==> src/design/call_pkg.sv <==
`default_nettype none

package call_pkg;

    typedef logic [3:0] nibble_t;

    // Program counter as bank, page and step
    typedef struct packed {
        logic       bank;
        logic [3:0] page;
        logic [7:0] step;
    } pc_t;

    // Return address as it sits on the stack
    typedef struct packed {
        nibble_t pcp;
        nibble_t pcsh;
        nibble_t pcsl;
    } frame_t;

    typedef struct packed {
        logic [3:0] major;
        logic [7:0] step;
    } call_view_t;

    typedef struct packed {
        logic [3:0] major;
        logic [3:0] minor;
        logic [3:0] sub;
    } misc_view_t;

    // One 12-bit word seen as CALL/CALZ or as a misc opcode
    typedef union packed {
        call_view_t call;
        misc_view_t misc;
    } instr_u;

    typedef enum logic [1:0] {
        op_none,
        op_call,
        op_calz,
        op_ret
    } op_e;

    localparam logic [3:0] MAJOR_CALL = 4'h4;
    localparam logic [3:0] MAJOR_CALZ = 4'h5;
    localparam logic [3:0] RET_MAJOR  = 4'hF;
    localparam logic [3:0] RET_MINOR  = 4'hD;
    localparam logic [3:0] RET_SUB    = 4'hF;

    localparam logic [7:0] SP_RESET  = 8'h44;
    localparam int         OP_CYCLES = 7;
    localparam int         CNT_W     = $clog2(OP_CYCLES + 1);
    localparam int         UPDATE_CYCLE = 5; // pc/sp update for RET, sp for calls

endpackage

`default_nettype wire

==> src/design/call_sequencer.sv <==
`default_nettype none
`timescale 1ns/1ns

module call_sequencer (
    input  wire logic             clk,
    input  wire logic             arst_n,
    input  wire logic             instr_valid,
    input  wire call_pkg::op_e    op,
    input  wire call_pkg::pc_t    target,
    input  wire call_pkg::frame_t ret_nibbles,
    input  wire call_pkg::pc_t    return_pc,
    input  wire logic             pc_load,
    input  wire call_pkg::pc_t    pc_load_value,
    input  wire call_pkg::nibble_t mem_rdata,
    output logic                  accept_en,
    output call_pkg::pc_t         pc,
    output call_pkg::frame_t      pop_frame,
    output logic [7:0]            sp,
    output logic                  busy,
    output logic                  done,
    output logic                  illegal,
    output logic [7:0]            mem_addr,
    output call_pkg::nibble_t     mem_wdata,
    output logic                  mem_we,
    output logic                  mem_re
);
    import call_pkg::*;

    logic [CNT_W-1:0] cnt;     // Cycle number, 0 when idle
    op_e              op_q;
    op_e              cur_op;
    frame_t           push_q;  // Return frame held for pushes 2 and 3
    logic             is_push;
    logic             is_pop;
    logic             xfer;    // Stack access cycles 1 to 3

    // Op from call_target is only valid in cycle 1
    assign cur_op    = (cnt == CNT_W'(1)) ? op : op_q;
    assign is_push   = (cur_op == op_call) || (cur_op == op_calz);
    assign is_pop    = (cur_op == op_ret);
    assign busy      = (cnt != '0) && (cur_op != op_none);
    assign accept_en = !busy;
    assign done      = (cnt == CNT_W'(OP_CYCLES));
    assign illegal   = (cnt == CNT_W'(1)) && (op == op_none);
    assign xfer      = (cnt != '0) && (cnt <= CNT_W'(3));

    always_ff @(posedge clk or negedge arst_n) begin
        if (!arst_n) begin
            cnt  <= '0;
            op_q <= op_none;
        end else begin
            if (instr_valid && accept_en) begin
                cnt <= CNT_W'(1);
            end else if (busy && !done) begin
                cnt <= cnt + CNT_W'(1);
            end else begin
                cnt <= '0;          // Done or illegal word
            end
            if (cnt == CNT_W'(1)) begin
                op_q <= op;
            end else if (done) begin
                op_q <= op_none;
            end
        end
    end

    always_ff @(posedge clk or negedge arst_n) begin
        if (!arst_n) begin
            pc <= '0;
            sp <= SP_RESET;
        end else begin
            if (is_push && cnt == CNT_W'(1)) begin
                pc <= target;       // Jump at end of cycle 1
            end else if (is_pop && cnt == CNT_W'(UPDATE_CYCLE)) begin
                pc <= return_pc;
            end else if (pc_load && !busy) begin
                pc <= pc_load_value;
            end
            if (busy && cnt == CNT_W'(UPDATE_CYCLE)) begin
                sp <= is_push ? sp - 8'd3 : sp + 8'd3;
            end
        end
    end

    always_ff @(posedge clk) begin
        if (is_push && cnt == CNT_W'(1)) begin
            push_q <= ret_nibbles;
        end
        if (is_pop) begin
            case (cnt)
                CNT_W'(2): pop_frame.pcsl <= mem_rdata;  // Read data lags address by one
                CNT_W'(3): pop_frame.pcsh <= mem_rdata;
                CNT_W'(4): pop_frame.pcp  <= mem_rdata;
                default: ;
            endcase
        end
    end

    always_comb begin
        mem_we    = 1'b0;
        mem_re    = 1'b0;
        mem_addr  = sp;
        mem_wdata = '0;
        if (xfer && is_push) begin
            mem_we   = 1'b1;
            mem_addr = sp - 8'(cnt);  // Push downwards, page first
            case (cnt)
                CNT_W'(1): mem_wdata = ret_nibbles.pcp;
                CNT_W'(2): mem_wdata = push_q.pcsh;
                default:   mem_wdata = push_q.pcsl;
            endcase
        end else if (xfer && is_pop) begin
            mem_re   = 1'b1;
            mem_addr = sp + 8'(cnt - CNT_W'(1));  // Pop upwards, pcsl first
        end
    end

    a_no_we_and_re: assert property (@(posedge clk) disable iff (!arst_n)
        !(mem_we && mem_re))
        else $error("Stack read and write in the same cycle");

    a_done_single: assert property (@(posedge clk) disable iff (!arst_n)
        done |=> !done)
        else $error("Done held longer than one cycle");

    a_no_strobe_busy: assert property (@(posedge clk) disable iff (!arst_n)
        busy |-> !instr_valid)
        else $error("Instruction strobed while busy");

endmodule

`default_nettype wire

==> src/design/call_target.sv <==
`default_nettype none
`timescale 1ns/1ns

module call_target (
    input  wire logic            clk,
    input  wire logic            arst_n,
    input  wire call_pkg::instr_u instr,
    input  wire logic            instr_valid,
    input  wire logic            accept_en,
    input  wire logic [3:0]      np,
    input  wire call_pkg::pc_t   pc,
    output call_pkg::op_e        op,
    output call_pkg::pc_t        target
);
    import call_pkg::*;

    logic accept;
    logic is_call;
    logic is_calz;
    logic is_ret;
    op_e  op_dec;
    pc_t  target_dec;

    assign accept  = instr_valid && accept_en;
    assign is_call = (instr.call.major == MAJOR_CALL); // Call view
    assign is_calz = (instr.call.major == MAJOR_CALZ);
    assign is_ret  = (instr.misc.major == RET_MAJOR) &&
                     (instr.misc.minor == RET_MINOR) &&
                     (instr.misc.sub == RET_SUB);  // Misc view

    always_comb begin
        if (is_call) begin
            op_dec = op_call;
        end else if (is_calz) begin
            op_dec = op_calz;
        end else if (is_ret) begin
            op_dec = op_ret;
        end else begin
            op_dec = op_none;  // Unknown word
        end
    end

    always_comb begin
        target_dec.bank = pc.bank;                // Bank never changes here
        target_dec.page = is_calz ? 4'h0 : np;
        target_dec.step = instr.call.step;
    end

    // Op is a one-cycle class pulse after acceptance
    always_ff @(posedge clk or negedge arst_n) begin
        if (!arst_n) begin
            op <= op_none;
        end else begin
            op <= accept ? op_dec : op_none;
        end
    end

    always_ff @(posedge clk) begin
        if (accept) begin
            target <= target_dec;
        end
    end

    a_decode_exclusive: assert property (@(posedge clk) disable iff (!arst_n)
        instr_valid |-> $onehot0({is_call, is_calz, is_ret}))
        else $error("Instruction decodes to more than one class");

    a_op_after_accept: assert property (@(posedge clk) disable iff (!arst_n)
        (op != op_none) |-> $past(accept))
        else $error("Op class set without an accepted word");

endmodule

`default_nettype wire

==> src/design/call_unit_top.sv <==
`default_nettype none
`timescale 1ns/1ns

module call_unit_top (
    input  wire logic              clk,
    input  wire logic              arst_n,
    input  wire call_pkg::instr_u  instr,
    input  wire logic              instr_valid,
    input  wire logic [3:0]        np,
    input  wire logic              pc_load,
    input  wire call_pkg::pc_t     pc_load_value,
    input  wire call_pkg::nibble_t mem_rdata,
    output wire call_pkg::pc_t     pc,
    output wire logic [7:0]        sp,
    output wire logic              busy,
    output wire logic              done,
    output wire logic              illegal,
    output wire logic [7:0]        mem_addr,
    output wire call_pkg::nibble_t mem_wdata,
    output wire logic              mem_we,
    output wire logic              mem_re
);
    import call_pkg::*;

    wire logic   accept_en;
    wire op_e    op;
    wire pc_t    target;
    wire frame_t ret_nibbles;
    wire frame_t pop_frame;
    wire pc_t    return_pc;

    call_target call_target_inst (
        .clk        (clk),
        .arst_n     (arst_n),
        .instr      (instr),
        .instr_valid(instr_valid),
        .accept_en  (accept_en),
        .np         (np),
        .pc         (pc),
        .op         (op),
        .target     (target)
    );

    return_frame return_frame_inst (
        .pc         (pc),
        .pop_frame  (pop_frame),
        .ret_nibbles(ret_nibbles),
        .return_pc  (return_pc)
    );

    call_sequencer call_sequencer_inst (
        .clk          (clk),
        .arst_n       (arst_n),
        .instr_valid  (instr_valid),
        .op           (op),
        .target       (target),
        .ret_nibbles  (ret_nibbles),
        .return_pc    (return_pc),
        .pc_load      (pc_load),
        .pc_load_value(pc_load_value),
        .mem_rdata    (mem_rdata),
        .accept_en    (accept_en),
        .pc           (pc),
        .pop_frame    (pop_frame),
        .sp           (sp),
        .busy         (busy),
        .done         (done),
        .illegal      (illegal),
        .mem_addr     (mem_addr),
        .mem_wdata    (mem_wdata),
        .mem_we       (mem_we),
        .mem_re       (mem_re)
    );

endmodule

`default_nettype wire

==> src/design/return_frame.sv <==
`default_nettype none
`timescale 1ns/1ns

module return_frame (
    input  wire call_pkg::pc_t    pc,
    input  wire call_pkg::frame_t pop_frame,
    output call_pkg::frame_t      ret_nibbles,
    output call_pkg::pc_t         return_pc
);
    import call_pkg::*;

    logic [11:0] main_addr;
    logic [11:0] next_addr;

    // Page and step count as one 12-bit value
    assign main_addr = {pc.page, pc.step};
    assign next_addr = main_addr + 12'd1;  // Wraps inside the bank

    always_comb begin
        ret_nibbles.pcp  = next_addr[11:8];
        ret_nibbles.pcsh = next_addr[7:4];
        ret_nibbles.pcsl = next_addr[3:0];
    end

    // Popped frame carries no bank bit
    always_comb begin
        return_pc.bank = pc.bank;
        return_pc.page = pop_frame.pcp;
        return_pc.step = {pop_frame.pcsh, pop_frame.pcsl};
    end

endmodule

`default_nettype wire

==> config.mk <==
export PLATFORM = sky130hd
export DESIGN_NAME = call_unit_top
export DESIGN_NICKNAME = d
export VERILOG_FILES = /design/src/design/call_pkg.sv /design/src/design/call_sequencer.sv /design/src/design/call_target.sv /design/src/design/call_unit_top.sv /design/src/design/return_frame.sv
export SDC_FILE = /design/constraint.sdc
export NUM_CORES = 1
export LEC_CHECK = 0
export BUFFER_PORTS_ARGS = -buffer_cell sky130_fd_sc_hd__buf_2
export CELL_PAD_IN_SITES_DETAIL_PLACEMENT = 0
export CELL_PAD_IN_SITES_GLOBAL_PLACEMENT = 1
export CORE_MARGIN = 10
export CORE_UTILIZATION = 43
export CTS_CLUSTER_SIZE = 12
export DETAILED_ROUTE_END_ITERATION = 16
export PLACE_DENSITY = 0.79
export SETUP_SLACK_MARGIN = 0.5
export SLEW_MARGIN = 20
export SYNTH_ARGS = -nofsm -noshare
export SYNTH_HDL_FRONTEND = slang
export SYNTH_HIERARCHICAL = 1
export SYNTH_SLANG_ARGS = --single-unit
==> constraint.sdc <==
create_clock -name clk -period 5.09 [get_ports clk]
set_input_delay 1.2725 -clock clk [delete_from_list [all_inputs] [get_ports clk]]
set_output_delay 1.2725 -clock clk [all_outputs]
set_load 0.05 [all_outputs]
==> impl_results.md <==
- Outcome: finished, final reports clean
- Slew HR: 39.6%
- Port Buffers: 74
- Final Max Slew Viols: 0
- Pleak: 2.10 nW
- CP required: 3.82 ns
- Tmin final: 4.40 ns
- Initial DRC count: 134
- Die H: 116 um
- Area Growth Syn to Fin: 15.6%
- GPL Wtd Cong: 0.833
- Unrepaired setup endpoints after global routing: true
- Worst R2R End: call_sequencer_inst/sp[7]$_DFFE_PN0P_
- Die area: 13500 um^2
- Count of final setup violators: 0
- Pre-CTS setup slack: 0.334 ns
- Clk buf depth: 2
- Largest net degree at the start of global routing: 36
- DR vias: 3075
- Total length of routed met2 wires: 4.32 mm
- Crit-path slowest cell: dfrtp_2
- Yosys top cell area share: 24.9%
- Crit path capture type: primary output
- Pwr dens: 262 nW/um^2
- Synthesized cell area: 3990 um^2
- Cell chain of the critical path: inv_1, ha_1, xor2_1, ha_1, a21oi_2, a21oi_1, o311ai_2, mux2_2, a221oi_4, buf_4
- Post-Syn Area per Cell: 10.2 um^2
- Num rows: 35
- Layout net count: 523
- Synth async-reset ratio: 45.9%
- Post-synth top area cell: edfxtp_1
- Launching point of the worst reg2reg path: call_sequencer_inst/cnt[1]$_DFF_PN0_
- Final period util: 86.4%
- Final hold viol count: 0
- Clk Latency, worst-skew pair: 0.34 ns
- Family with the most delay on the worst path: compound AO/OA/AOI/OAI gates
- Post-route met1 wirelength: 4.55 mm
- Chip width: 116 um
- Number of inserted diodes: 0
- Worst Slack Setup Final: 0.690 ns
- DRC: 0
- Reg2reg path depth: 13
- WL final: 9.63 mm
- CP Class: flip-flop to primary output
- Clk_skew: 0.00978 ns
- Synth top cells by count: nand2_1 (39), edfxtp_1 (33), a21oi_1 (28)
- Worst Setup SP: call_sequencer_inst/cnt[0]$_DFF_PN0_
- Post-synth net total: 457
- Mapped Cells: 390
- Count of different cell masters after synthesis: 68
- Initial antenna violation count: 0
- Final Util: 50.3%
- CTS clk-pin slew, worst paths: 0.07 ns
- Most frequent cell after synthesis: nand2_1
- CTS Root Cell: clkbuf_8
- Crit-path max FO: 7
- Top_reg_cell synth: edfxtp_1
- Peak Freq: 227 MHz
- R2R setup slack: 1.97 ns
- Routed vias/inst: 5.38
- Clk sinks: 61
- CP Buf/Inv Count: 2
- Top sig layer: met4
- Core footprint: 9150 um^2
- DR WL/cell: 16.8 um
- Max Cap Violations: 0
- Worst hold path type: flip-flop to flip-flop
- Dpl hpwl: 7.56 mm
- Num CTS Buffers: 9
- ANT nets after route: 0
- Fillers: 837
- Critical path depth in cells: 10
- Post-cts hold buffer count: 0
- Gr usage total: 14.7%
- Warnings, synthesis: 6
- Ranking of synthesized cells by area: edfxtp_1 (25%), dfrtp_1 (16%), ha_1 (8.5%), nand2_1 (3.7%), a21oi_1 (3.5%)
- Most frequent CP cell: ha_1
- Synthesized flop and latch total: 61
- Fin area: 4610 um^2
- DP Cell Count: 554
- Ports: 75
- Final setup TNS: 0 ns
- Critical Path End: mem_addr[7]
- CP peak stage delay: 0.48 ns
- Peak VDD IR: 0.209 mV
- Total grt overflow: 0
- DR WL met3: 604 um
- EDFF count, synth: 33
- First-pass GRT wire length: 15.6 mm
- Worst Setup Start Kind: flip-flop
- Drt first pass iters: 4
- Finished Layout Cells: 572
- Initial Util: 43.5%
- Number of global-route vias before repair: 3144
- CTS H-Tree Depth: 3
- CTS tree: built
- Sequential area share after synthesis: 42.5%
- Layout cell share with drive strength beyond 1: 28.0%
- Crit path arrival time: 3.13 ns
- Post-DP Area: 4360 um^2
- Worst Tran Pin Value: 0.903 ns
routing by layer:
| layer | GRT usage [%] | vias to the layer above |
|---|---|---|
| met1 | 18.9 | 1448 |
| met3 | 5.19 | 14 |
| li1 | - | 1531 |
| met2 | 22.7 | 82 |
| met5 | 0 | - |
| met4 | 4.50 | 0 |
per-stage QoR:
stage	hold WS [ns]	total power, mW
after detailed placement	0.503	0.790
final	0.508	1.21
after CTS	0.515	1.21
after floorplan	0.463	0.725
after global routing	0.537	1.26
after global placement	0.486	0.786
what timing repair did:
action,CTS,global route
buffers inserted,1,1
pin swaps,1,1
endpoints found under the setup margin,14,6
gates resized for setup,8,4
logic make-up (layout without fill, tap and decap cells):
group	Yosys count	in the layout	share of synthesized area [%]
compound gates	96	96	16.2
xor+xnor	21	21	4.62
fa+ha+maj	30	30	9.98
buf+inv	44	115	6.22
flops	61	61	42.5
mux	16	16	4.08
simple gates	122	122	16.4
area by class of cell:
type	count	area, um^2	share of cell area (%)
multi-input cells	285	2090	45.4
well taps	111	139	3.02
clock buffers	12	145	3.15
flip-flops and latches	61	1700	36.8
repair buffers	78	405	8.80
clock inverters	4	47.5	1.03
inverters	21	78.8	1.71
where the power goes:
part / internal [mW] / leakage [nW] / switching, mW
clock: 0.238 / 0.0964 / 0.188
sequential: 0.549 / 0.663 / 0.0248
combinational: 0.0650 / 1.34 / 0.143
state kept, by name, summed over array words and instances (netlist names):
signal and cells:
call_sequencer_inst/pop_frame 12, call_target_inst/target 13, call_sequencer_inst/cnt 3, call_sequencer_inst/sp 8, call_sequencer_inst/pc 13, call_target_inst/op 2
call_sequencer_inst/op_q 2, call_sequencer_inst/push_q 8
placed cells by master (no fill, tap or decap), drive strengths merged, types with 2 or more instances in the layout:
master / Yosys / final
edfxtp: 33 / 33
fa: 3 / 3
nand4: 2 / 2
a22oi: 4 / 4
dfstp: 2 / 2
a21oi: 31 / 31
ha: 27 / 27
clkinv: 0 / 2
xor2: 13 / 13
nor4: 4 / 4
nand2: 40 / 40
buf: 22 / 77
a21o: 2 / 2
a211oi: 8 / 8
clkbuf: 1 / 13
nand2b: 3 / 3
nor3b: 2 / 2
o21a: 2 / 2
o311ai: 3 / 3
nand3: 9 / 9
nor2: 25 / 25
o31ai: 2 / 2
o211ai: 3 / 3
mux2: 2 / 2
mux2i: 14 / 14
o21ai: 31 / 31
xnor2: 8 / 8
dfrtp: 26 / 26
nor3: 13 / 13
or4: 2 / 2
nor2b: 7 / 7
and3: 3 / 3
and2: 4 / 4
or2: 2 / 2
inv: 21 / 21
worst register-to-register path: stages (launching register included):
cell and delay, ns:
dfrtp_1 0.38, inv_1 0.12, ha_2 0.26, nor2b_4 0.19, nand2_1 0.07, and2_1 0.16, ha_2 0.45, inv_2 0.11
ha_1 0.31, a211oi_1 0.09, o211a_1 0.26, or3_1 0.36, a21oi_2 0.16, xnor2_1 0.13
worst min-delay path by stage:
| stage | endpoint | slack [ns] | start | cells past startpoint |
|---|---|---|---|---|
| floorplan | call_sequencer_inst/op_q[0]$_DFFE_PN0P_ | 0.46 | call_target_inst/op[0]$_DFF_PN0_ | 2 |
| global placement | call_target_inst/target[12]$_DFFE_PP_ | 0.49 | call_sequencer_inst/pc[12]$_DFFE_PN0P_ | 0 |
| detailed placement | call_sequencer_inst/pc[4]$_DFFE_PN0P_ | 0.50 | call_target_inst/target[4]$_DFFE_PP_ | 2 |
| CTS | call_sequencer_inst/pc[4]$_DFFE_PN0P_ | 0.51 | call_target_inst/target[4]$_DFFE_PP_ | 2 |
| global route | call_sequencer_inst/op_q[1]$_DFFE_PN0P_ | 0.54 | call_target_inst/op[1]$_DFF_PN0_ | 2 |
| finish | call_sequencer_inst/pc[4]$_DFFE_PN0P_ | 0.51 | call_target_inst/target[4]$_DFFE_PP_ | 2 |
(Power assumes the default switching activity.)
